`config.mk`:
```
export PLATFORM = sky130hd
export DESIGN_NAME = replay_regs
export DESIGN_NICKNAME = d
export VERILOG_FILES = /design/src/hdl/replay_pkg.sv /design/src/hdl/replay_regs.sv
export SDC_FILE = /design/constraint.sdc
export NUM_CORES = 1
export LEC_CHECK = 0
export ABC_AREA = 1
export BUFFER_PORTS_ARGS = -buffer_cell sky130_fd_sc_hd__buf_2
export CAP_MARGIN = 10
export CORE_MARGIN = 2
export CORE_UTILIZATION = 35
export CTS_BUF_LIST = sky130_fd_sc_hd__clkbuf_4
export DETAILED_ROUTE_END_ITERATION = 10
export GPL_TIMING_DRIVEN = 1
export PLACE_DENSITY_LB_ADDON = 0.12
export RECOVER_POWER = 25
export SYNTH_ARGS = -nofsm -noshare
export SYNTH_HDL_FRONTEND = slang
export SYNTH_SLANG_ARGS = --single-unit
```
`constraint.sdc`:
```
create_clock -name axi_aclk -period 2.3 [get_ports axi_aclk]
set_input_delay 0.23 -clock axi_aclk [delete_from_list [all_inputs] [get_ports axi_aclk]]
set_output_delay 0.23 -clock axi_aclk [all_outputs]
set_load 0.01 [all_outputs]
```
`src/hdl/replay_pkg.sv`:
```
// Widths, register map and types shared by the packet replay engine
// The memory holds 256 words, and each stored word carries the packet-last flag on top
package replay_pkg;

  localparam int NUM_QUEUES = 4;
  localparam int NUM_REQ    = NUM_QUEUES + 1;
  // Capture takes the requester slot above the queues
  localparam int CAP_IDX    = NUM_QUEUES;
  localparam int REQ_IDX_W  = $clog2(NUM_REQ);

  localparam int WORD_W     = 32;
  localparam int ADDR_W     = 8;
  localparam int MEM_DEPTH  = 1 << ADDR_W;
  localparam int CNT_W      = 16;
  localparam int REG_ADDR_W = 5;
  localparam int REG_W      = 32;

  // Register indices
  localparam int REG_SW_RST      = 0;
  localparam int REG_START_BASE  = 1;
  localparam int REG_COUNT_BASE  = 5;
  localparam int REG_ADDR_BASE   = 9;   // low/high pairs, one pair per queue
  localparam int REG_ENABLE_BASE = 17;
  localparam int NUM_REGS        = 21;

  typedef logic [WORD_W-1:0]     pkt_data_t;
  typedef logic [WORD_W:0]       mem_word_t;
  typedef logic [ADDR_W-1:0]     mem_addr_t;
  typedef logic [CNT_W-1:0]      replay_cnt_t;
  typedef logic [REG_ADDR_W-1:0] reg_addr_t;
  typedef logic [REG_W-1:0]      reg_data_t;
  typedef logic [NUM_REQ-1:0]    req_vec_t;
  typedef logic [REQ_IDX_W-1:0]  req_idx_t;

  typedef enum logic [1:0] {Q_IDLE, Q_RUN, Q_DRAIN} queue_state_t;

endpackage

```
`src/hdl/replay_regs.sv`:
```
// Register file on plain strobes, read data valid one cycle after reg_rd
// Indices at or above NUM_REGS read as zero and ignore writes
// sw_rst is only a field here, it does not clear this block
`timescale 1ns/1ps

module replay_regs import replay_pkg::*; (
  input  logic        axi_aclk,
  input  logic        rst,
  input  logic        reg_wr,
  input  logic        reg_rd,
  input  reg_addr_t   reg_addr,
  input  reg_data_t   reg_wdata,
  output reg_data_t   reg_rdata,
  output logic        reg_rvalid,
  output logic        sw_rst,
  output logic [NUM_QUEUES-1:0] start,
  output logic [NUM_QUEUES-1:0] enable,
  output replay_cnt_t replay_count [NUM_QUEUES],
  output mem_addr_t   addr_low [NUM_QUEUES],
  output mem_addr_t   addr_high [NUM_QUEUES]
);

  reg_data_t regs [NUM_REGS];
  logic      addr_ok;

  assign addr_ok = (int'(reg_addr) < NUM_REGS);

  // Write port
  always_ff @(posedge axi_aclk) begin
    if (rst) begin
      for (int i = 0; i < NUM_REGS; i++) begin
        regs[i] <= '0;
      end
    end else if (reg_wr && addr_ok) begin
      regs[reg_addr] <= reg_wdata;
    end
  end

  // Registered read
  always_ff @(posedge axi_aclk) begin
    if (rst) begin
      reg_rvalid <= 1'b0;
      reg_rdata  <= '0;
    end else begin
      reg_rvalid <= reg_rd;
      if (reg_rd) begin
        reg_rdata <= addr_ok ? regs[reg_addr] : '0;
      end
    end
  end

  // Slice registers into per-queue fields
  always_comb begin
    sw_rst = regs[REG_SW_RST][0];
    for (int q = 0; q < NUM_QUEUES; q++) begin
      start[q]        = regs[REG_START_BASE + q][0];
      replay_count[q] = regs[REG_COUNT_BASE + q][CNT_W-1:0];
      addr_low[q]     = regs[REG_ADDR_BASE + 2*q][ADDR_W-1:0];
      addr_high[q]    = regs[REG_ADDR_BASE + 2*q + 1][ADDR_W-1:0];
      enable[q]       = regs[REG_ENABLE_BASE + q][0];
    end
  end

endmodule

```
==> impl_metrics.toml <==
[grt]
grt_pass1_vias = 28000
grtUsageTotal = 0.232
antenna_found_initial = 2
grt_pass1_wl_um = 183000
grt_max_degree = 71
grt_overflow = 0

[power]
power.density_nw_per_um2 = 778
power_w = 0.0337
power_leakage_nw = 18.8
peakVddDrop_mv = 0.392

[critical_path]
cp_max_fo = 23
setup.worst_path.start_class = "input pin"
path_cells = "dlygate4sd3_1 -> buf_2 -> inv_1 -> buf_4 -> nor3_4 -> dlygate4sd3_1 -> nand2_1 -> nand2_2 -> buf_12"
path_buf_inv = 6
cpPeakStageDelay_ns = 0.80
worstPathRequired_ns = 3.04
reg2reg_from = "regs[5][4]"
regToRegSetupSlack_ns = 0.75
path_class = "in -> reg"
arrival_ns = 3.03
crit_top_cell = "dlygate4sd3_1"
cp_top_family = "buffers and inverters"
end_kind = "register"
cpMaxStageDelayCell = "dlygate4sd3_1"
crit_path_start = "reg_addr[2]"

[routing]
drtIter0Drc = 1986
wl_um = 125000
vias = 28100
post_drt_wl_per_cell_um = 21.1
routed_via_density = 4.76
antenna_left = 0
dr.pass1.iters = 5
drc = 0

[synthesis]
synth_fa_ha_area_frac = 0
synth_enable_flop_cells = 768
synth_top_area_cell = "edfxtp_1"
synth_area_um2 = 36600
syn_avg_cell_area_um2 = 9.27
synthTopCellsByArea = "edfxtp_1, nand2_1, nor2_1"
ys_seq_area_frac = 0.648
synth_cell_types = 19
async_flop_share = 0
yosys_register_bits = 801
synth-simple-area-share = 0.279
synth_compound_area_frac = 0.00438
yosysWarnings = 0
netlist.area_leader.share = 0.630
synth_cells = 3948
synth_top_family_by_area = "simple AND/OR/NAND/NOR gates"
synthMuxAreaShare = 0
synth_xor_xnor_area_share = 0
synth_ff_type = "edfxtp_1"

[placement]
placedInstanceArea_um2 = 39900
io_buffers = 210
routabilityCongestion = 0.809
hpwlAfterDp_um = 77600

[clock_tree]
numClockSinks = 801
tritoncts = "done"
cts_resized = 0
cts_root_buf = "clkbuf_4"
htreeDepth = 4
postCtsSetupRepairBufs = 0
clk_pin_slew_ns = 0.06
cts_hold_buf = 77
insertion_delay_ns = 1.16
cts_buffer_depth = 3
cts_made_buffers = 223

[timing]
slew_violations = 0
fin_crit_sh = 0.997
rsz0062_at_grt = "false"
fin_crit_ns = 2.29
hold_violations = 0
whs_ns = 0.224
finClkSkew_ns = 0.111
relSlewSlack = 0.154
setup_violations = 0
fin_tns_setup_ns = 0
worst_pin_slew_ns = 1.27
fmax_mhz = 436

[floorplanning]
die_height_um = 327
core.rowCount = 118
initial_core_util = 0.353
dieArea_um2 = 107000
coreArea_um2 = 104000
die_x_um = 327
ios = 211

[status]
outcome = "completed"

[hold_path]
hold_class = "in -> reg"
hold_start = "reg_wdata[9]"

[cells_and_area]
final_area_um2 = 43300
finalNetCount = 4361
drive_above_1_share = 0.169
layout_commonest_cell = "nand2_1"
final_cell_mix = "nand2_1, edfxtp_1, nor2_1"
syn_to_final_growth_pct = 18.5

[run]
max_cap_violations = 0
## routing by layer
metal	part of all wire	wire length, um	global-route usage
met1	0.44	54400	0.306
met2	0.48	60200	0.388
met3	0.054	6740	0.0373
met4	0.026	3180	0.0789
met5	0	0	0
## worst min-delay path, cell delays in order
cell and delay [ns]:
dlygate4sd3_1 0.52, clkbuf_1 0.14, inv_1 0.07, buf_4 0.18
nor2_1 0.10
## cell usage after synthesis (4+ instances only)
cell type / n
edfxtp_1: 768
inv_1: 68
nor2_1: 709
buf_4: 137
nor3_2: 5
buf_1: 27
nor2_2: 4
a21oi_1: 32
buf_2: 94
nand2_1: 1708
clkbuf_1: 162
nand3_1: 129
dfxtp_1: 33
nand4_1: 65
## power by group
group | switching, W | total, W | internal (W) | leakage (nW)
clock | 0.00633 | 0.0135 | 0.00715 | 1.78
combinational | 0.00220 | 0.00316 | 0.000962 | 9.43
sequential | 0.000298 | 0.0171 | 0.0168 | 7.60
total | 0.00883 | 0.0337 | 0.0249 | 18.8
## per-stage QoR
stage | worst slack [ns] | utilization | cells
finish | 0.00604 | 0.418 | 5897
detailed placement | 0.135 | 0.384 | 5398
global placement | 0.132 | 0.384 | 5398
floorplan | 0.136 | - | 4043
CTS | 0.0844 | 0.421 | 5890
global route | 0.0514 | 0.418 | 5897
## cell families after synthesis
| kind of cell | Yosys count |
|---|---|
| buf+inv | 492 |
| compound gates | 32 |
| other cells | 1 |
| simple gates | 2622 |
| flops | 801 |
## registers in the layout, indices dropped and copies added (netlist names)
signal,count
regs,768
reg_rvalid,1
reg_rdata,32
## worst paths after layout
kind,to,cells past startpoint
worst min-delay path,regs[9][9],5
worst max-delay path,regs[13][31],9
worst min register to register,reg_rdata[31],2
worst max register to register,reg_rdata[4],10
## area by class of cell
cell class	count	area [um2]
clock inverter	57	298
timing repair buffer	472	3780
clock buffer	358	2690
tap	1380	1730
antenna	7	17.5
multi-input combinational	2750	10800
fill	10500	60300
sequential	801	23700
inverter	72	283
(Power assumes the default switching activity.)
