**src/hdl/replay_pkg.sv**
```systemverilog
// Widths, register map and types shared by the packet replay engine
// The memory holds 256 words, and each stored word carries the packet-last flag on top
package replay_pkg;

  localparam int NUM_QUEUES = 4;
  localparam int NUM_REQ    = NUM_QUEUES + 1;
  // Capture takes the requester slot above the queues
  localparam int CAP_IDX    = NUM_QUEUES;
  localparam int REQ_IDX_W  = $clog2(NUM_REQ);

  localparam int WORD_W     = 32;
  localparam int ADDR_W     = 8;
  localparam int MEM_DEPTH  = 1 << ADDR_W;
  localparam int CNT_W      = 16;
  localparam int REG_ADDR_W = 5;
  localparam int REG_W      = 32;

  // Register indices
  localparam int REG_SW_RST      = 0;
  localparam int REG_START_BASE  = 1;
  localparam int REG_COUNT_BASE  = 5;
  localparam int REG_ADDR_BASE   = 9;   // low/high pairs, one pair per queue
  localparam int REG_ENABLE_BASE = 17;
  localparam int NUM_REGS        = 21;

  typedef logic [WORD_W-1:0]     pkt_data_t;
  typedef logic [WORD_W:0]       mem_word_t;
  typedef logic [ADDR_W-1:0]     mem_addr_t;
  typedef logic [CNT_W-1:0]      replay_cnt_t;
  typedef logic [REG_ADDR_W-1:0] reg_addr_t;
  typedef logic [REG_W-1:0]      reg_data_t;
  typedef logic [NUM_REQ-1:0]    req_vec_t;
  typedef logic [REQ_IDX_W-1:0]  req_idx_t;

  typedef enum logic [1:0] {Q_IDLE, Q_RUN, Q_DRAIN} queue_state_t;

endpackage

```
**src/hdl/pkt_capture.sv**
```systemverilog
// Writes input stream words into packet memory in arrival order
// s_ready is the arbiter grant, the write pointer wraps at the memory size
`timescale 1ns/1ps

module pkt_capture import replay_pkg::*; (
  input  logic      axi_aclk,
  input  logic      rst,
  input  logic      sw_rst,
  input  logic      s_valid,
  input  logic      s_last,
  input  pkt_data_t s_data,
  input  logic      gnt,
  output logic      s_ready,
  output logic      req,
  output logic      wr_en,
  output mem_addr_t wr_addr,
  output mem_word_t wr_data
);

  mem_addr_t wr_ptr;

  // Ask for the memory whenever a word is waiting
  assign req     = s_valid;
  assign s_ready = gnt;
  assign wr_en   = s_valid & gnt;
  assign wr_addr = wr_ptr;
  // Last flag rides above the data
  assign wr_data = {s_last, s_data};

  always_ff @(posedge axi_aclk) begin
    if (rst || sw_rst) begin
      wr_ptr <= '0;
    end else if (s_valid && gnt) begin
      wr_ptr <= wr_ptr + 1'b1;
    end
  end

endmodule

```
**config.mk**
```make
export PLATFORM = sky130hd
export DESIGN_NAME = pkt_capture
export DESIGN_NICKNAME = d
export VERILOG_FILES = /design/src/hdl/replay_pkg.sv /design/src/hdl/pkt_capture.sv
export SDC_FILE = /design/constraint.sdc
export NUM_CORES = 1
export LEC_CHECK = 0
export BUFFER_PORTS_ARGS = -buffer_cell sky130_fd_sc_hd__buf_2
export CELL_PAD_IN_SITES_DETAIL_PLACEMENT = 1
export CELL_PAD_IN_SITES_GLOBAL_PLACEMENT = 2
export CORE_MARGIN = 4
export CORE_UTILIZATION = 13
export CTS_BUF_LIST = sky130_fd_sc_hd__clkbuf_4 sky130_fd_sc_hd__clkbuf_8 sky130_fd_sc_hd__clkbuf_16
export CTS_CLUSTER_DIAMETER = 80
export DETAILED_ROUTE_END_ITERATION = 16
export PLACE_DENSITY_LB_ADDON = 0.1
export SLEW_MARGIN = 20
export SYNTH_ARGS = -nofsm -noshare
export SYNTH_HDL_FRONTEND = slang
export SYNTH_SLANG_ARGS = --single-unit
```
**constraint.sdc**
```tcl
create_clock -name axi_aclk -period 1.5 [get_ports axi_aclk]
set_input_delay 0.3 -clock axi_aclk [delete_from_list [all_inputs] [get_ports axi_aclk]]
set_output_delay 0.3 -clock axi_aclk [all_outputs]
set_load 0.05 [all_outputs]
```
==> metrics.md <==
| Metric | Value |
|---|---|
| Max reg flops | `8` |
| # H-tree levels | `1` |
| TritonCTS clock tree | `built` |
| PortBufs | `15` |
| Final hold slack | `0.383 ns` |
| Status | `finished clean` |
| Critical-path cell list | `ha_1 > nand3_1 > or3_1 > a21oi_1` |
| First-pass GRT wire length | `2.19 mm` |
| Initial DRC Count | `4` |
| Maxcap violations | `0` |
| Num Clock Sinks | `8` |
| Worst path bufs/invs | `0` |
| Vias in the first global route | `427` |
| Gate power share | `8.2%` |
| Fill cell count | `519` |
| Clock transition at path regs | `0.04 ns` |
| Starting Density | `13.8%` |
| Pin count of the biggest net entering global routing | `9` |
| Yosys cell types | `19` |
| Initial antenna violation count | `0` |
| Startpoint Class | `flip-flop` |
| Internal cell power | `0.399 mW` |
| Max incr delay on CP | `0.39 ns` |
| 1st-pass router iterations | `2` |
| Setup CP Type | `flip-flop to flip-flop` |
| Most frequent cells in the layout | `buf_2 (15), a21oi_1 (6), dfxtp_1 (6)` |
| LEAKAGE | `0.208 nW` |
| Power per Cell Area | `969 mW/mm2` |
| Peak supply drop | `235 uV` |
| Setup TNS Final | `0 ns` |
| FMAX | `786 MHz` |
| Largest delay contributor family on the critical path | `simple AND/OR/NAND/NOR gates` |
| Commonest non-fill, non-tap cell in the layout | `buf_2` |
| DRT Wirelength | `1.33 mm` |
| Post-route cell area | `537 um2` |
| Synth-to-Final Area Change | `-13.3%` |
| Mapped cell area | `619 um2` |
| Core footprint | `0.00447 mm2` |
| Synth Net Count | `116` |
| Total grt overflow | `0` |
| Slowest cell on the critical path | `or3_1` |
| Sw frac | `23.2%` |
| Worst-margin pin slew | `0.258 ns` |
| Number of cells on the critical path | `4` |
| RSZ-0062 raised after global routing | `no` |
| Vias | `385` |
| P_sw | `0.121 mW` |
| Vias per cell | `3.47` |
| Setup bufs post-CTS | `0` |
| # IOs | `82` |
| Critical Path RT | `1.66 ns` |
| Die width | `77.0 um` |
| Hold path depth | `3` |
| Share of the yosys chip area belonging to registers | `25.9%` |
| Slew Limit Fails | `0` |
| Clock power frac | `50.1%` |
| Cells on worst reg2reg path | `4` |
| Tcrit/Tclk final | `84.8%` |
| Footprint of the multi-input gates | `181 um2` |
| Register area | `163 um2` |
| Share of layout cells above drive strength 1 | `40.7%` |
| Worst-path maximum fanout | `5` |
| Total CTS buffers | `3` |
| Residual DRC | `0` |
| Root buf cell | `clkbuf_8` |
| Row count | `24` |
| Seq pwr share | `41.6%` |
| Hold Violations, Final | `0` |
| Clock buffer depth | `2` |
| Resized cells post-CTS | `0` |
| HPWL after detailed placement | `1.00 mm` |
| Yosys warnings | `0` |
| Hold Crit Class | `input port to flip-flop` |
| Routed len/inst | `12.0 um` |
| Die Y | `77.0 um` |
| Register bit count reported by yosys | `8` |
| # nets final | `100` |
| Clk Latency, worst-skew pair | `0.23 ns` |
| Critical Path AT | `1.43 ns` |
| Fin crit period | `1.27 ns` |
| Synth Area per Inst | `8.04 um2` |
| Nature of the critical path endpoint | `flip-flop` |
| Setup-failing EPs final | `0` |
| RePlAce Congestion | `0.651` |
| CTS hold repair buffers | `0` |
| Diodes inserted | `0` |
| Max Clock Skew | `0.00198 ns` |
| Overall Global Routing Usage | `4.81%` |
| Die ar. | `0.00593 mm2` |
| Routed Antenna Nets | `0` |
| Worst slew margin | `82.9%` |
| Placed Area | `495 um2` |
| Cell count after synthesis | `77` |
[power by group through the flow]
stage	combinational (mW)	clock, mW	sequential, mW
finish	0.0427	0.261	0.217
global route	0.0462	0.287	0.216
CTS	0.0443	0.277	0.216
detailed placement	0.0443	0	0.220
global placement	0.0452	0	0.220
floorplan	0.265	0	0.224
[kinds of logic after synthesis]
family                   Yosys count  synth area share (%)
XOR/XNOR                           2                  2.83
AO/OA/AOI/OAI                     11                  9.29
adder cells (fa/ha/maj)            1                  2.02
AND/OR/NAND/NOR                   16                  15.2
buffers and inverters             39                  44.8
flip-flops                         8                  25.9
[synth_stat cells]
cell type | number | area [um2]
xnor2_1 | 1 | 8.76
or3_1 | 2 | 12.5
dfxtp_1 | 8 | 160
clkbuf_1 | 1 | 3.75
or4_1 | 1 | 7.51
ha_1 | 1 | 12.5
buf_4 | 35 | 263
nand3_1 | 3 | 15.0
o31ai_1 | 1 | 7.51
xor2_1 | 1 | 8.76
nor2_1 | 2 | 7.51
inv_1 | 3 | 11.3
or2_2 | 1 | 6.26
nand4_1 | 1 | 6.26
nand4_2 | 1 | 12.5
or3_2 | 2 | 15.0
nand2_1 | 3 | 11.3
o21ai_0 | 4 | 20.0
a21oi_1 | 6 | 30.0
[metal layers]
metal  wire [um]  vias to the layer above  GRT usage (%)
met1         526                      176           4.64
met3         162                        8           3.04
met2         619                       16           7.84
met5           0                        -              0
li1            -                      185              -
met4          20                        0           2.67
[path summary, 6_finish.rpt]
check	end	from	slack, ns
max reg2reg	wr_addr[6]	wr_addr[0]	0.23
min	wr_addr[1]	gnt	0.38
min reg2reg	wr_addr[7]	wr_addr[7]	0.48
max	wr_addr[6]	wr_addr[0]	0.23
[tightest hold or removal path, delay by kind of cell]
| kind | cells | cell delay [ns] |
|---|---|---|
| AO/OA/AOI/OAI | 1 | 0.05 |
| buffers and inverters | 1 | 0.13 |
| AND/OR/NAND/NOR | 1 | 0.08 |
[final cells by class]
class,count,share of cell area [%]
clock buffers,3,7.69
inverters,3,2.10
multi-input cells,30,33.8
flip-flops and latches,8,30.3
well taps,52,12.1
repair buffers,15,14.0
[stage by stage]
step | std cells | power, mW | util, % | worst slack [ns]
after global routing | 111 | 0.550 | 12.0 | 0.123
after global placement | 108 | 0.265 | 11.1 | 0.108
after CTS | 111 | 0.537 | 12.0 | 0.201
after detailed placement | 108 | 0.265 | 11.1 | 0.119
after floorplan | 77 | 0.489 | - | 0.0110
final | 111 | 0.520 | 12.0 | 0.228
Note: power is estimated with default switching activity, not from simulation.
