### src/hdl/replay_pkg.sv
// Widths, register map and types shared by the packet replay engine
// The memory holds 256 words, and each stored word carries the packet-last flag on top
package replay_pkg;

  localparam int NUM_QUEUES = 4;
  localparam int NUM_REQ    = NUM_QUEUES + 1;
  // Capture takes the requester slot above the queues
  localparam int CAP_IDX    = NUM_QUEUES;
  localparam int REQ_IDX_W  = $clog2(NUM_REQ);

  localparam int WORD_W     = 32;
  localparam int ADDR_W     = 8;
  localparam int MEM_DEPTH  = 1 << ADDR_W;
  localparam int CNT_W      = 16;
  localparam int REG_ADDR_W = 5;
  localparam int REG_W      = 32;

  // Register indices
  localparam int REG_SW_RST      = 0;
  localparam int REG_START_BASE  = 1;
  localparam int REG_COUNT_BASE  = 5;
  localparam int REG_ADDR_BASE   = 9;   // low/high pairs, one pair per queue
  localparam int REG_ENABLE_BASE = 17;
  localparam int NUM_REGS        = 21;

  typedef logic [WORD_W-1:0]     pkt_data_t;
  typedef logic [WORD_W:0]       mem_word_t;
  typedef logic [ADDR_W-1:0]     mem_addr_t;
  typedef logic [CNT_W-1:0]      replay_cnt_t;
  typedef logic [REG_ADDR_W-1:0] reg_addr_t;
  typedef logic [REG_W-1:0]      reg_data_t;
  typedef logic [NUM_REQ-1:0]    req_vec_t;
  typedef logic [REQ_IDX_W-1:0]  req_idx_t;

  typedef enum logic [1:0] {Q_IDLE, Q_RUN, Q_DRAIN} queue_state_t;

endpackage

### src/hdl/mem_arbiter.sv
// Round-robin arbiter for the single memory port, one grant per cycle
// Search starts after the last requester granted, grant is same-cycle
// rd_ret marks the queue whose read data shows up this cycle
`timescale 1ns/1ps

module mem_arbiter import replay_pkg::*; (
  input  logic      axi_aclk,
  input  logic      rst,
  input  req_vec_t  req,
  input  mem_addr_t req_addr [NUM_REQ],
  input  logic      cap_wr_en,
  input  mem_word_t cap_wr_data,
  output req_vec_t  gnt,
  output logic      mem_en,
  output logic      mem_we,
  output mem_addr_t mem_addr,
  output mem_word_t mem_wdata,
  output logic [NUM_QUEUES-1:0] rd_ret
);

  req_idx_t last_q;
  req_idx_t sel;
  logic     found;

  always_comb begin
    int idx;
    found = 1'b0;
    sel   = last_q;
    for (int i = 1; i <= NUM_REQ; i++) begin
      idx = (int'(last_q) + i) % NUM_REQ;
      if (!found && req[idx]) begin
        found = 1'b1;
        sel   = req_idx_t'(idx);
      end
    end
  end

  always_comb begin
    gnt      = '0;
    gnt[sel] = found;
  end

  // Memory port mux
  assign mem_en    = found;
  assign mem_we    = gnt[CAP_IDX] & cap_wr_en;
  assign mem_addr  = req_addr[sel];
  assign mem_wdata = cap_wr_data;

  always_ff @(posedge axi_aclk) begin
    if (rst) begin
      last_q <= req_idx_t'(NUM_REQ - 1);
      rd_ret <= '0;
    end else begin
      if (found) begin
        last_q <= sel;
      end
      // Read data lands one cycle after the grant
      rd_ret <= gnt[NUM_QUEUES-1:0];
    end
  end

endmodule

### config.mk
export PLATFORM = sky130hd
export DESIGN_NAME = mem_arbiter
export DESIGN_NICKNAME = d
export VERILOG_FILES = /design/src/hdl/replay_pkg.sv /design/src/hdl/mem_arbiter.sv
export SDC_FILE = /design/constraint.sdc
export NUM_CORES = 1
export LEC_CHECK = 0
export ABC_AREA = 1
export BUFFER_PORTS_ARGS = -buffer_cell sky130_fd_sc_hd__buf_2
export CAP_MARGIN = 20
export CORE_MARGIN = 2
export CORE_UTILIZATION = 41
export CTS_CLUSTER_DIAMETER = 60
export DETAILED_ROUTE_END_ITERATION = 8
export PLACE_DENSITY = 0.71
export SLEW_MARGIN = 15
export SYNTH_ARGS = -nofsm -noshare
export SYNTH_HDL_FRONTEND = slang
export SYNTH_SLANG_ARGS = --single-unit
### constraint.sdc
create_clock -name axi_aclk -period 6 [get_ports axi_aclk]
set_clock_uncertainty 0.15 [all_clocks]
set_input_delay 1.8 -clock axi_aclk [delete_from_list [all_inputs] [get_ports axi_aclk]]
set_output_delay 1.8 -clock axi_aclk [all_outputs]
set_load 0.03 [all_outputs]
==> impl_metrics.csv, run 1 <==
group,metric,value,unit
status,outcome,"complete, no violations",
worst_hold_path,min_to,"last_q[1]$_SDFFE_PP0P_",
clock_network,htree_num_levels,1,
cells_and_area,stdcell_area,3670,µm²
timing,finalHoldViolCount,0,
critical_path,worstSetupStartpoint,"req[3]",
timing,fmax,0.173,GHz
synth,syn_nets,625,
clock_network,cts_tree,"done",
synth,synth_top_family_by_area,"simple AND/OR/NAND/NOR gates",
worst_hold_path,hp-class,"reg -> reg",
critical_path,critPathArrivalTime,3.82,ns
floorplan,core_area,7180,µm²
clock_network,path_clk_slew,0.04,ns
global_routing,grt_max_degree,27,
synth,syn_inst,520,
clock_network,ctsLongestPathBuffers,2,
timing,relSlewSlack,67.0,%
timing,post-route-period-util,96.2,%
synth,synth_edf_count,0,
critical_path,path_max_fanout,6,
cells_and_area,fillers,722,
synth,synth_compound_area_share,3.34,%
floorplan,start_util,41.8,%
synth,synth_fa_ha_area_share,10.0,%
floorplan,ios,133,
synth,seq_area_frac_synth,4.67,%
floorplan,die_h,89.5,µm
critical_path,reg2reg_slack,2.32,ns
critical_path,critPathLaunchType,"input pin",
route,viasPerCell,5.14,
cells_and_area,final_cell_mix,"nand2_1, nand3_1, inv_1",
placement,post-dp-hpwl,6270,µm
worst_hold_path,whs_path_depth,8,
critical_path,worstPathCellList,"buf_2 -> inv_1 -> nand2_1 -> o21ai_0 -> nand3_1 -> nand3_2 -> nand2_4 -> nor2_8 -> nand4_4 -> nand2_2 -> inv_1 -> nand2_4 -> nand2_8 -> nor2_4 -> nand3_1 -> nand3_1 -> buf_6",
placement,postPlaceCellArea,3200,µm²
clock_network,root_buffer,"clkbuf_8",
synth,synth.avg_cell_area,5.77,µm²
global_routing,grtUsageTotal,18.5,%
critical_path,critPathTopFamily,"simple AND/OR/NAND/NOR gates",
timing,setup_violations,0,
synth,async_flop_share,0,%
placement,gp_congestion,0.886,
cells_and_area,antenna_cells,0,
global_routing,overflow,0,
critical_path,crit_top_cell,"nand3_1",
global_routing,grt_pass1_vias,2971,
floorplan,die-width,89.5,µm
route,wl,8490,µm
route,drt_iter0_drc,166,
critical_path,crit_buf_inv,4,
run,drv_cap,0,
synth,synth_flop_cell,"dfxtp_1",
cells_and_area,drive_above_1_share,34.1,%
critical_path,slowest_stage,"nor2_8",
route,drc_errors,0,
critical_path,r2r_end,"rd_ret[2]$_SDFF_PP0_",
critical_path,cpPeakStageDelay,0.19,ns
cells_and_area,fin_nets,678,
synth,yosysWarningCount,0,
synth,synth_simple_gate_area_share,58.8,%
timing,slew_viol_final,0,
global_routing,antenna_found_initial,0,
synth,ys_types,32,
critical_path,criticalPathCategory,"in -> out",
worst_hold_path,worstHoldStart,"last_q[1]$_SDFFE_PP0P_",
global_routing,grt_pass1_wl,12300,µm
route,firstDrtPassIters,4,
critical_path,worstRegToRegCells,28,
route,antenna_left,0,
critical_path,endpoint_kind,"primary output",
placement,port_buffers,66,
synth,netlist_area,3000,µm²
critical_path,worstPathRequired,4.05,ns
clock_network,clock-sinks,7,
floorplan,rows,31,
synth,ys_ff_latch,7,
clock_network,cts_made_buffers,3,
cells_and_area,syn_to_final_growth,22.5,%
route,wire_per_inst,12.7,µm
critical_path,r2r-start,"last_q[1]$_SDFFE_PP0P_",
timing,holdWs,1.05,ns
timing,worst_slew_pin_slew,0.491,ns
timing,fin_crit,5.77,ns
clock_network,hold_buffers,0,
clock_network,insertion_delay,0.22,ns
route,num_vias,3451,
cells_and_area,final_common_cell,"nand2_1",
synth,synthMuxAreaShare,0,%
floorplan,die-area,8020,µm²
synth,synth-xor-area-share,1.17,%
cell families after synthesis:
logic type	count (synthesis)
and+or+nand+nor	338
xor gates and xnor gates	4
buffers and inverters	129
DFF	7
adders and majority gates	24
AOI/OAI and AO/OA	18
registers in the layout (all words and copies together), names as in the netlist:
name	flops
last_q	3
rd_ret	4
metal layers:
metal  vias up  wire [µm]  global-route usage (%)
li1       1756          -                       -
met1      1573       3780                    24.2
met2       107       4120                    31.9
met3        15        478                    2.22
met4         0        113                    5.02
met5         -          0                       0
repair_timing:
action                                  CTS  global route
endpoints found under the setup margin   13            14
pin swaps                                 1            20
setup buffers                             0            11
gates cloned                              1             5
gates resized for setup                   9            75
synthesized netlist by cell type, types with 2 or more instances:
cell type | n | area, µm²
nor2_4 | 2 | 22.5
inv_1 | 76 | 285
o21ai_0 | 8 | 40.0
nor2_8 | 2 | 40.0
clkbuf_1 | 3 | 11.3
xor2_1 | 4 | 35.0
nor3_1 | 4 | 20.0
nand2_2 | 25 | 156
nand3_1 | 86 | 430
inv_2 | 5 | 18.8
nand2_1 | 139 | 522
nand2_4 | 8 | 90.1
o21ai_2 | 2 | 17.5
ha_1 | 24 | 300
or2_1 | 4 | 25.0
buf_2 | 3 | 15.0
nor2_1 | 21 | 78.8
o21ai_1 | 5 | 25.0
nand4_1 | 23 | 144
buf_4 | 36 | 270
a21oi_1 | 2 | 10.0
dfxtp_1 | 7 | 140
nand3_2 | 12 | 120
buf_6 | 4 | 45.0
nand3b_1 | 8 | 60.1
tightest hold or removal path: stages, from the launching register on:
cell	delay, ns
dfxtp_4	0.39
inv_8	0.10
nand3_1	0.08
nand3_1	0.10
nand3_1	0.09
nand3_2	0.09
nand2_4	0.09
nand2_4	0.14
nor2_1	0.07
cell type report:
type	count	area [µm²]	area share, %
flip-flops and latches	7	149	4.05
clock buffers	4	45.0	1.23
inverters	83	328	8.92
repair buffers	88	539	14.7
multi-input cells	390	2490	67.8
well taps	99	124	3.37
through the flow:
stage | instances | TNS (ns) | utilization, % | setup slack, ns
6_report | 671 | 0 | 51.2 | 0.225
3_5_place_dp | 650 | 0 | 44.5 | 0.0346
5_1_grt | 671 | -0.117 | 51.2 | -0.0442
4_1_cts | 655 | 0 | 46.0 | 0.0101
2_1_floorplan | 520 | 0 | - | 0.159
3_3_place_gp | 650 | 0 | 44.5 | 0.109
worst max path at each step:
| stage | to | slack (ns) | depth (start not counted) |
|---|---|---|---|
| after floorplan | mem_we | 0.16 | 28 |
| after global placement | mem_addr[6] | 0.11 | 29 |
| after detailed placement | mem_addr[4] | 0.03 | 29 |
| after CTS | mem_addr[4] | 0.01 | 28 |
| after global routing | mem_addr[0] | -0.04 | 29 |
| final | mem_addr[0] | 0.23 | 17 |
Power of run 1 is not shown: default switching activity piles up to over one toggle a cycle in this logic, so the estimate is an artifact.
==> inputs of run 2 (changes only) <==
--- a/config.mk
+++ b/config.mk
@@ -9,10 +9,11 @@
 export BUFFER_PORTS_ARGS = -buffer_cell sky130_fd_sc_hd__buf_2
 export CAP_MARGIN = 20
 export CORE_MARGIN = 2
-export CORE_UTILIZATION = 41
+export CORE_UTILIZATION = 39
+export CTS_BUF_LIST = sky130_fd_sc_hd__clkbuf_8 sky130_fd_sc_hd__clkbuf_16
 export CTS_CLUSTER_DIAMETER = 60
 export DETAILED_ROUTE_END_ITERATION = 8
-export PLACE_DENSITY = 0.71
+export PLACE_DENSITY = 0.68
 export SLEW_MARGIN = 15
 export SYNTH_ARGS = -nofsm -noshare
 export SYNTH_HDL_FRONTEND = slang
==> run 2 against run 1 <==
Maximum frequency is 0.27% lower. Sequential cell count stayed put. Sequential share of layout area is 0.070 points lower. Via count is 0.52% higher. Global-route usage is 0.74 points lower. First-iteration DRC count is 6.6% lower. Cell area is 1.8% higher. Core utilization is 0.46 points lower. Setup slack worse by 0.016 ns. Largest cell class unchanged.
==> impl_metrics.csv, run 2 (synthesized netlist as in run 1, its figures left out) <==
group,metric,value,unit
floorplan,rows,31,
cells_and_area,final_common_cell,"nand2_1",
critical_path,worstPathRequired,4.05,ns
clock_network,path_clk_slew,0.04,ns
cells_and_area,syn_to_final_growth,24.6,%
cells_and_area,top_regs,"rd_ret (4), last_q (3)",
timing,finalHoldViolCount,0,
global_routing,grt_pass1_vias,3035,
run,drv_cap,0,
floorplan,core_area,7370,µm²
clock_network,hold_buffers,0,
route,drc_errors,0,
timing,slew_viol_final,0,
placement,gp_congestion,0.887,
clock_network,cts_made_buffers,3,
clock_network,htree_num_levels,1,
timing,fin_crit,5.79,ns
floorplan,die-area,8410,µm²
global_routing,overflow,0,
critical_path,crit_buf_inv,6,
placement,postPlaceCellArea,3190,µm²
cells_and_area,drive_above_1_share,35.6,%
floorplan,start_util,40.7,%
route,viasPerCell,5.14,
global_routing,antenna_found_initial,0,
timing,worst_slew_pin_slew,0.370,ns
cells_and_area,max_flop_register,"rd_ret",
critical_path,critPathLaunchType,"flip-flop",
critical_path,criticalPathCategory,"reg -> out",
critical_path,critPathTopFamily,"simple AND/OR/NAND/NOR gates",
clock_network,root_buffer,"clkbuf_8",
critical_path,cpPeakStageDelay,0.40,ns
global_routing,grtUsageTotal,17.8,%
floorplan,die_h,91.7,µm
placement,port_buffers,66,
cells_and_area,fin_nets,682,
route,num_vias,3469,
status,outcome,"complete, no violations",
cells_and_area,final_cell_mix,"nand2_1, nand3_1, inv_1",
timing,setup_violations,0,
placement,post-dp-hpwl,6140,µm
timing,relSlewSlack,75.2,%
timing,fmax,0.173,GHz
global_routing,grt_pass1_wl,12900,µm
clock_network,cts_tree,"done",
critical_path,critPathArrivalTime,3.84,ns
route,wire_per_inst,12.7,µm
critical_path,slowest_stage,"dfxtp_4",
route,drt_iter0_drc,155,
route,wl,8580,µm
route,firstDrtPassIters,5,
cells_and_area,antenna_cells,0,
floorplan,die-width,91.7,µm
critical_path,path_max_fanout,13,
clock_network,ctsLongestPathBuffers,2,
critical_path,crit_top_cell,"nand2_1",
timing,post-route-period-util,96.5,%
route,antenna_left,0,
critical_path,endpoint_kind,"primary output",
cells_and_area,stdcell_area,3740,µm²
cells_and_area,largest_reg_flops,4,
worst_hold_path,hp-class,"reg -> reg",
clock_network,clock-sinks,7,
clock_network,insertion_delay,0.23,ns
global_routing,grt_max_degree,27,
floorplan,ios,133,
run 2: cell count changes in the layout (fill, tap and decap cells not counted), moves of 2 or more:
cell	before	now
nor2_2	5	3
buf_4	26	31
nand2_1	129	122
buf_6	5	3
buf_12	0	2
nor2_1	18	20
nand2_2	29	35
nand3_4	4	2
nand3_2	14	16
run 2: cell type report:
class / instances / area, µm²
Multi-Input combinational cell: 391 / 2520
Fill cell: 736 / 3630
Timing Repair Buffer: 91 / 582
Sequential cell: 7 / 149
Clock buffer: 3 / 41.3
Inverter: 83 / 323
Tap cell: 99 / 124
Clock inverter: 1 / 5.00
run 2: worst paths after layout:
path | slack, ns | end | cells after the start | startpoint
max | 0.21 | mem_addr[0] | 28 | last_q[1]$_SDFFE_PP0P_
min | 1.20 | last_q[1]$_SDFFE_PP0P_ | 9 | last_q[1]$_SDFFE_PP0P_
max reg2reg | 2.29 | rd_ret[3]$_SDFF_PP0_ | 27 | last_q[1]$_SDFFE_PP0P_
min reg2reg | 1.20 | last_q[1]$_SDFFE_PP0P_ | 9 | last_q[1]$_SDFFE_PP0P_
run 2: tightest hold or removal path, cell delays in order (launching register included):
cell and delay [ns]:
dfxtp_4 0.37, inv_4 0.09, buf_4 0.17, nand3_1 0.09, nand3_1 0.10, nand3_1 0.10
nand3_2 0.09, nand2_4 0.09, nand2_4 0.14, nor2_1 0.05
run 2: through the flow:
step | instances | TNS (ns) | hold slack [ns] | util, % | setup WS, ns
floorplan | 520 | 0 | 1.03 | - | 0.159
global placement | 649 | 0 | 1.09 | 43.3 | 0.116
detailed placement | 649 | 0 | 1.08 | 43.3 | 0.0413
CTS | 655 | 0 | 1.15 | 44.8 | 0.00247
global route | 675 | -0.268 | 1.25 | 50.7 | -0.0352
finish | 675 | 0 | 1.20 | 50.7 | 0.210
run 2: what timing repair did:
action	CTS	global route
endpoints found under the setup margin	14	14
resized for setup	10	78
cloned	2	5
pin swaps	2	25
buffers inserted	0	15
run 2: layer usage:
metal | part of all wire (%) | global-route usage, % | up-vias
li1 | - | - | 1760
met1 | 43 | 22.7 | 1548
met2 | 48 | 30.9 | 133
met3 | 7.1 | 3.70 | 28
met4 | 2.1 | 3.61 | 0
met5 | 0 | 0 | -
Power of run 2 is left out for the same reason.
