$ cat src/hdl/replay_pkg.sv
// Widths, register map and types shared by the packet replay engine
// The memory holds 256 words, and each stored word carries the packet-last flag on top
package replay_pkg;

  localparam int NUM_QUEUES = 4;
  localparam int NUM_REQ    = NUM_QUEUES + 1;
  // Capture takes the requester slot above the queues
  localparam int CAP_IDX    = NUM_QUEUES;
  localparam int REQ_IDX_W  = $clog2(NUM_REQ);

  localparam int WORD_W     = 32;
  localparam int ADDR_W     = 8;
  localparam int MEM_DEPTH  = 1 << ADDR_W;
  localparam int CNT_W      = 16;
  localparam int REG_ADDR_W = 5;
  localparam int REG_W      = 32;

  // Register indices
  localparam int REG_SW_RST      = 0;
  localparam int REG_START_BASE  = 1;
  localparam int REG_COUNT_BASE  = 5;
  localparam int REG_ADDR_BASE   = 9;   // low/high pairs, one pair per queue
  localparam int REG_ENABLE_BASE = 17;
  localparam int NUM_REGS        = 21;

  typedef logic [WORD_W-1:0]     pkt_data_t;
  typedef logic [WORD_W:0]       mem_word_t;
  typedef logic [ADDR_W-1:0]     mem_addr_t;
  typedef logic [CNT_W-1:0]      replay_cnt_t;
  typedef logic [REG_ADDR_W-1:0] reg_addr_t;
  typedef logic [REG_W-1:0]      reg_data_t;
  typedef logic [NUM_REQ-1:0]    req_vec_t;
  typedef logic [REQ_IDX_W-1:0]  req_idx_t;

  typedef enum logic [1:0] {Q_IDLE, Q_RUN, Q_DRAIN} queue_state_t;

endpackage

$ cat src/hdl/replay_queue.sv
// One replay engine, walks addr_low..addr_high inclusive replay_count times
// Window and count are latched at start, later register writes apply to the next run
// At most two words held, buffered plus in flight
`timescale 1ns/1ps

module replay_queue import replay_pkg::*; (
  input  logic        axi_aclk,
  input  logic        rst,
  input  logic        sw_rst,
  input  logic        start,
  input  logic        enable,
  input  replay_cnt_t replay_count,
  input  mem_addr_t   addr_low,
  input  mem_addr_t   addr_high,
  input  logic        gnt,
  input  logic        rd_ret,
  input  mem_word_t   rd_data,
  input  logic        m_ready,
  output logic        req,
  output mem_addr_t   req_addr,
  output pkt_data_t   m_data,
  output logic        m_last,
  output logic        m_valid
);

  queue_state_t state;
  logic         clr;
  logic         start_d;
  logic         go;
  logic         push;
  logic         pop;
  mem_addr_t    rd_addr;
  mem_addr_t    win_lo;
  mem_addr_t    win_hi;
  replay_cnt_t  passes_left;
  logic [1:0]   pend;
  logic [1:0]   fill;
  logic         wr_ptr;
  logic         rd_ptr;
  mem_word_t    fifo [2];

  assign clr = rst | sw_rst;

  // Start on a rising start bit, only from idle with a sane window
  assign go = start && !start_d && enable && (state == Q_IDLE) &&
              (replay_count != '0) && (addr_high >= addr_low);

  assign req      = (state == Q_RUN) && ((int'(pend) + int'(fill)) < 2);
  assign req_addr = rd_addr;

  // Returns after a soft reset have no slot and are dropped
  assign push = rd_ret && (pend != 2'd0);
  assign pop  = m_valid && m_ready;

  assign m_valid = (fill != 2'd0);
  assign m_data  = fifo[rd_ptr][WORD_W-1:0];
  assign m_last  = fifo[rd_ptr][WORD_W];

  always_ff @(posedge axi_aclk) begin
    if (rst) begin
      start_d <= 1'b0;
    end else begin
      start_d <= start;
    end
  end

  always_ff @(posedge axi_aclk) begin
    if (clr) begin
      state       <= Q_IDLE;
      rd_addr     <= '0;
      win_lo      <= '0;
      win_hi      <= '0;
      passes_left <= '0;
    end else begin
      case (state)
        Q_IDLE: begin
          if (go) begin
            state       <= Q_RUN;
            rd_addr     <= addr_low;
            win_lo      <= addr_low;
            win_hi      <= addr_high;
            passes_left <= replay_count;
          end
        end
        Q_RUN: begin
          if (gnt) begin
            if (rd_addr == win_hi) begin
              // End of window, one pass issued
              rd_addr     <= win_lo;
              passes_left <= passes_left - 1'b1;
              if (passes_left == replay_cnt_t'(1)) begin
                state <= Q_DRAIN;
              end
            end else begin
              rd_addr <= rd_addr + 1'b1;
            end
          end
        end
        Q_DRAIN: begin
          if (pend == 2'd0 && fill == 2'd0) begin
            state <= Q_IDLE;
          end
        end
        default: state <= Q_IDLE;
      endcase
    end
  end

  // Occupancy and buffer pointers
  always_ff @(posedge axi_aclk) begin
    if (clr) begin
      pend   <= '0;
      fill   <= '0;
      wr_ptr <= 1'b0;
      rd_ptr <= 1'b0;
    end else begin
      pend <= pend + {1'b0, gnt} - {1'b0, push};
      fill <= fill + {1'b0, push} - {1'b0, pop};
      if (push) begin
        wr_ptr <= ~wr_ptr;
      end
      if (pop) begin
        rd_ptr <= ~rd_ptr;
      end
    end
  end

  always_ff @(posedge axi_aclk) begin
    if (push) begin
      fifo[wr_ptr] <= rd_data;
    end
  end

endmodule

$ cat config.mk
export PLATFORM = sky130hd
export DESIGN_NAME = replay_queue
export DESIGN_NICKNAME = d
export VERILOG_FILES = /design/src/hdl/replay_pkg.sv /design/src/hdl/replay_queue.sv
export SDC_FILE = /design/constraint.sdc
export NUM_CORES = 1
export LEC_CHECK = 0
export BUFFER_PORTS_ARGS = -buffer_cell sky130_fd_sc_hd__clkbuf_2
export CORE_ASPECT_RATIO = 1.2
export CORE_UTILIZATION = 25
export CTS_CLUSTER_SIZE = 16
export DETAILED_ROUTE_END_ITERATION = 10
export GPL_TIMING_DRIVEN = 0
export PLACE_DENSITY = 0.5
export SYNTH_ARGS = -nofsm -noshare
export SYNTH_HDL_FRONTEND = slang
export SYNTH_SLANG_ARGS = --single-unit
export TNS_END_PERCENT = 1
$ cat constraint.sdc
create_clock -name axi_aclk -period 7.5 [get_ports axi_aclk]
set_clock_uncertainty 0.2 [all_clocks]
set_input_delay 1.125 -clock axi_aclk [delete_from_list [all_inputs] [get_ports axi_aclk]]
set_output_delay 1.125 -clock axi_aclk [all_outputs]
set_load 0.01 [all_outputs]
==> metrics.cfg, run 1 <==
[placed_design]
hpwl_um = 10940
place_area_sq_um = 6391
dp.cells = 872
port_buffers = 115
pre_cts_slack_ns = 3.916
routabilityCongestion = 0.8437

[timing]
final-setup-viol-count = 0
layout_min_cycle_time_ns = 3.390
fmax_ghz = 0.2950
maxSlewHeadroom = 0.4621
rsz0062_at_grt = no
setup_tns_ns = 0
period_share = 0.4519
drv_slew = 0
final_hold_viol_count = 0
layout_setup_ws_ns = 4.110
holdWs_ns = 0.2590
tightest_slew_ns = 0.8039

[synth]
ys_seq_elements = 116
yosysWarnings = 0
ys_types = 59
yosys-top-cells-area = edfxtp_1 (37%), dfxtp_1 (18%), mux2_2 (7.1%), nand2_1 (4.4%), ha_1 (3.5%)
netlist_top_cells_count = edfxtp_1 (66), nand2_1 (63), dfxtp_1 (50), mux2_2 (34)
yosysSeqAreaShare = 0.5501
synth.avg_cell_area_sq_um = 11.18
synth_edf_count = 66
synth_area_sq_um = 5423
async_flop_share = 0
synth_cells = 485
synth_top_area_frac = 0.3655
synth_largest_area_cell = edfxtp_1
synth.most_common_cell = edfxtp_1
ys.flop_type = edfxtp_1
syn-num-nets = 574

[floorplanning]
die_w_um = 136.4
start_util = 0.2568
core_sq_um = 21120
fp.dieH_um = 163.3
fp.dieArea_sq_um = 22290
io_pins = 116
rows = 58

[route]
num_vias = 4246
drtAntennaViolNets = 0
firstDrtPassIters = 5
drc = 0
avgViaCountPerCell = 4.702
wl_per_cell_um = 16.48
wirelength_um = 14880
drt_iter0_drc = 185

[flow_run]
cap_viol_max_count = 0

[clock_tree]
path_clk_slew_ns = 0.05
clkSinkCount = 116
ctsResizeCount = 0
insertion_delay_ns = 0.42
post_cts_buffers = 0
ctsLongestPathBuffers = 2
postCtsHoldBufs = 0
htree_levels = 4
cts_tree = done
numCtsBuffers = 17
clockRootBuffer = clkbuf_16

[finish]
instances_no_fill = 903
fillers = 2150
finish.utilization = 0.3317
final_area_sq_um = 7004
multiInputGateArea_sq_um = 2277
seqCellArea_sq_um = 2983
insertedDiodeCount = 0
flow.area_growth_from_synthesis_pct = 29.16
drive_gt1_frac = 0.3223
fin_nets = 710

[worst_setup_path]
crit_buf_inv = 3
worst-r2r-setup-slack_ns = 5.07
cpPeakStageDelay_ns = 0.50
cp_data_required_time_ns = 6.17
cp_cell_sequence = nand2b_1 -> clkbuf_1 -> clkbuf_1 -> nor3_1 -> clkbuf_2
critPathLaunchType = flop
crit_family = buffers and inverters
critPathCaptureType = output pin
cp_max_fo = 10
critPathSlowestCell = dfxtp_1
worst-endpoint-arrival_ns = 2.06
worstSetupPathType = flop to output pin
cpMostUsedCell = clkbuf_1

[run_status]
run_status = complete, no violations

[global_route]
antenna_found_initial = 0
grt_pass1_wl_um = 23260
grt.total_usage = 0.1377
overflow = 0
grt_pass1_vias = 4375
grt_max_degree = 32

[power_and_ir_drop]
total_power_mw = 1.692
p_leak_nw = 2.891
irDropWorstVdd_uv = 151.3
power.density_nw_per_um2 = 241.5

[hold_path]
hp-class = flop to flop

==> power by group <==
part	internal (mW)	switching, mW	leakage (nW)
combinational	0.0599	0.0863	1.60
clock	0.553	0.297	0.292
sequential	0.688	0.00732	1.00
total	1.30	0.391	2.89
==> worst min-delay path, stage by stage (launching register included) <==
cell     delay (ns)
dfxtp_1        0.31
nand2_1        0.05
a21oi_1        0.05
==> cells by family after synthesis <==
logic type                 share of synthesized area
muxes                                        0.09276
adders and majority gates                    0.03830
buffers and inverters                        0.03276
DFF                                           0.5501
and+or+nand+nor                               0.1352
AOI/OAI and AO/OA                             0.1186
xor gates and xnor gates                     0.03230
==> layer usage <==
metal	track usage	vias up	wire length, um
met5	0	-	0
met1	0.1671	2021	6370
met2	0.2284	168	7153
met4	0.06364	0	265
met3	0.03259	20	1090
li1	-	2037	-
==> area by class of cell <==
type                            count  area share
Buffer                             23     0.01572
Timing Repair Buffer              117     0.08789
Multi-Input combinational cell    328      0.3251
Tap cell                          270     0.04823
Inverter                           18    0.009646
Clock buffer                       18     0.06127
Sequential cell                   116      0.4259
Clock inverter                     13     0.02626
==> path summary, 6_finish.rpt <==
path,start,endpoint,cells past startpoint
worst min-delay path,win_lo[7],win_lo[7],2
worst min register to register,win_lo[7],win_lo[7],2
worst max-delay path,state[1],req,5
worst max register to register,req_addr[0],passes_left[13],8
==> registers in the layout, summed over array words and instances, names as in the netlist, named ones only <==
register     flops
win_lo           8
start_d          1
fifo            66
rd_ptr           1
win_hi           8
passes_left     16
state            2
wr_ptr           1
pend             2
fill             2
req_addr         8
==> placed cells by master, fill, tap and decap left out, drive strengths merged, types with 2 or more instances in the layout <==
master	n
a211oi	4
a21boi	2
a21o	4
a21oi	28
and2	5
and3	2
buf	9
bufinv	4
clkbuf	149
clkinv	5
clkinvlp	3
dfxtp	50
edfxtp	66
ha	15
inv	19
mux2	34
mux2i	12
nand2	64
nand3	16
nor2	28
nor2b	2
nor3	11
nor4	9
o2111ai	2
o211a	5
o211ai	8
o21a	2
o21ai	24
o22ai	2
o311a	2
o311ai	2
o31ai	3
or2	3
or3	2
or4	3
xnor2	4
xor2	16
Power figures use the tool's default switching activity.
==> inputs of run 2 (changes only) <==
- ABC_AREA: not set -> 1
- clock period: 7.5 -> 3.5 ns (I/O delays scaled with it)
==> run 2 against run 1 <==
  * Synthesized cell count rose by 28%
  * Non-clock buffer count is the same
  * Clock power rose by 110%
  * First-iteration DRC count grew 1.1%
  * Register-to-register slack worse by 3.9 ns
  * Sequential share of layout area shrank 1.5 points
  * Flip-flop and latch count stayed put
  * Worst hold slack worse by 0.18 ns
  * Critical path depth fell by 1
  * Via count increased by 4.7%
  * Worst setup slack worse by 3.4 ns
  * Largest power group unchanged
  * Highest routed layer unchanged
==> metrics.cfg, run 2 <==
[synth]
synth_area_sq_um = 5670  ; +4.6%
synth.avg_cell_area_sq_um = 9.131  ; -18%
syn-num-nets = 710  ; +24%
synth_cells = 621  ; +28%
synth_edf_count = 66  ; unchanged
yosys-top-cells-area = edfxtp_1 (35%), dfxtp_1 (18%), nand2_1 (8.1%), nor2_1 (6.6%), mux2_2 (6.6%)
synth.most_common_cell = nand2_1
async_flop_share = 0  ; unchanged
synth_largest_area_cell = edfxtp_1
ys_seq_elements = 116  ; unchanged
yosysSeqAreaShare = 0.5260  ; -0.02403
yosysWarnings = 0  ; unchanged
netlist_top_cells_count = nand2_1 (122), nor2_1 (100), edfxtp_1 (66), inv_1 (53), dfxtp_1 (50)
ys_types = 33  ; -44%
synth_top_area_frac = 0.3495  ; -0.01597
ys.flop_type = edfxtp_1

[finish]
flow.area_growth_from_synthesis_pct = 27.98
finish.utilization = 0.3244  ; -0.007289
fillers = 2386  ; +11%
final_common_cell = nand2_1
fin_nets = 846  ; +19%
largest_registers = fifo (66), passes_left (16)
largest_reg_flops = 66  ; unchanged
multiInputGateArea_sq_um = 2369  ; +4.0%
drive_gt1_frac = 0.2679  ; -0.05439
top_register = fifo
layout_common_cells = nand2_1 (122), clkbuf_2 (115), nor2_1 (98), edfxtp_1 (66), inv_1 (53)
final_area_sq_um = 7257  ; +3.6%
seqCellArea_sq_um = 2983  ; unchanged
insertedDiodeCount = 0  ; unchanged

[power_and_ir_drop]
power.density_nw_per_um2 = 505.1  ; +110%
irDropWorstVdd_uv = 305.1  ; +100%
total_power_mw = 3.666  ; +120%
p_leak_nw = 3.196  ; +11%

[placed_design]
pre_cts_slack_ns = 0.8045  ; -3.112 ns
port_buffers = 115  ; unchanged
place_area_sq_um = 6658  ; +4.2%
routabilityCongestion = 0.8229  ; -2.5%
hpwl_um = 10880  ; -0.53%

[hold_path]
hp-class = input pin to flop

[clock_tree]
ctsLongestPathBuffers = 2  ; unchanged
clkSinkCount = 116  ; unchanged
insertion_delay_ns = 0.41  ; about the same
numCtsBuffers = 17  ; unchanged
post_cts_buffers = 0  ; unchanged
path_clk_slew_ns = 0.05  ; about the same
cts_tree = done
ctsResizeCount = 0  ; unchanged
postCtsHoldBufs = 0  ; unchanged
clockRootBuffer = clkbuf_16
htree_levels = 4  ; unchanged

[timing]
final_hold_viol_count = 0  ; unchanged
maxSlewHeadroom = 0.4273  ; -0.03481
tightest_slew_ns = 0.8559  ; +0.05202 ns
layout_min_cycle_time_ns = 2.777
layout_setup_ws_ns = 0.7228  ; -3.388 ns
fmax_ghz = 0.3601
final-setup-viol-count = 0  ; unchanged
rsz0062_at_grt = no
period_share = 0.7935
drv_slew = 0  ; unchanged

[global_route]
grt.busiest_layer = met2
grt_pass1_wl_um = 23590  ; +1.4%
gr-usage-met2 = 0.2196  ; -0.008850
grt_max_degree = 25  ; -22%
overflow = 0  ; unchanged
grt_pass1_vias = 4466  ; +2.1%
grt.total_usage = 0.1317  ; -0.006040
use_met1 = 0.1640  ; -0.003093
antenna_found_initial = 0  ; unchanged
met3_usage = 0.03076  ; -0.001824

[worst_setup_path]
cp_data_required_time_ns = 2.77  ; -3.40 ns
worstSetupPathType = flop to output pin
cpPeakStageDelay_ns = 0.52  ; +0.02 ns
worst-endpoint-arrival_ns = 2.05  ; about the same
critPathSlowestCell = clkbuf_1
crit_family = buffers and inverters
critPathCaptureType = output pin
cp_max_fo = 10  ; unchanged
cp_cell_sequence = clkbuf_1 -> clkbuf_1 -> mux2_2 -> clkbuf_2
cpMostUsedCell = clkbuf_1
critPathLaunchType = flop
crit_buf_inv = 3  ; unchanged

[route]
drtAntennaViolNets = 0  ; unchanged
num_vias = 4445  ; +4.7%
wl_per_cell_um = 13.84  ; -16%
wirelength_um = 14510  ; -2.5%
avgViaCountPerCell = 4.241  ; -9.8%
drt_iter0_drc = 187  ; +1.1%
drc = 0  ; unchanged
firstDrtPassIters = 5  ; unchanged

[run_status]
run_status = complete, no violations

[floorplanning]
io_pins = 116  ; unchanged
start_util = 0.2535  ; -0.003316
rows = 60  ; +3.4%
fp.dieArea_sq_um = 23290  ; +4.5%
die_w_um = 139.5  ; +2.2%
core_sq_um = 22370  ; +5.9%
fp.dieH_um = 167.0  ; +2.2%

[flow_run]
cap_viol_max_count = 0  ; unchanged

run 2: changes by cell type after synthesis, sizes merged, moves of 8 or more:
cell,before,now
o21ai,24,42
nand2,64,127
nand3b,1,11
o211ai,8,0
nor3,11,1
xor2,16,5
nor2,28,102
mux2i,12,0
inv,18,56
nor4,9,0
nand3,16,40
run 2: cell families after synthesis:
group                    count (synthesis)  share of synthesized area
AND/OR/NAND/NOR                        289                     0.2233
XOR/XNOR                                15                    0.02449
adder cells (fa/ha/maj)                 16                    0.03663
multiplexers                            33                    0.06553
flip-flops                             116                     0.5260
buffers and inverters                   80                    0.05891
AO/OA/AOI/OAI                           72                    0.06509
run 2: report_power, final:
| part | switching (mW) | total (mW) | internal, mW |
|---|---|---|---|
| combinational | 0.239 | 0.395 | 0.156 |
| clock | 0.652 | 1.77 | 1.12 |
| sequential | 0.0190 | 1.50 | 1.48 |
| total | 0.909 | 3.67 | 2.76 |
run 2: layout make-up:
cell class / instances / area share
Buffer: 23 / 0.01655
Clock buffer: 17 / 0.05862
Clock inverter: 14 / 0.02397
Inverter: 57 / 0.02948
Multi-Input combinational cell: 425 / 0.3264
Sequential cell: 116 / 0.4110
Tap cell: 279 / 0.04810
Timing Repair Buffer: 117 / 0.08586
run 2: through the flow:
step	cells	hold WS (ns)	TNS, ns
after floorplan	621	0.2256	0
after global placement	1015	0.2379	-27.62
after detailed placement	1017	0.2465	0
after CTS	1048	0.06330	0
after global routing	1048	0.06813	0
final	1048	0.08371	0
run 2: per-layer routing:
| metal | part of all wire | routed length, um |
|---|---|---|
| met5 | 0 | 0 |
| met4 | 0.017 | 242 |
| met3 | 0.040 | 579 |
| met2 | 0.48 | 6915 |
| met1 | 0.47 | 6771 |
run 2: worst paths after layout:
| path | cells after the start | slack [ns] | from | endpoint |
|---|---|---|---|---|
| max | 4 | 0.72 | flop | m_data[11] |
| min | 2 | 0.08 | rst | start_d |
| max reg2reg | 8 | 1.19 | pend[1] | pend[1] |
| min reg2reg | 1 | 0.26 | rd_ptr | flop |
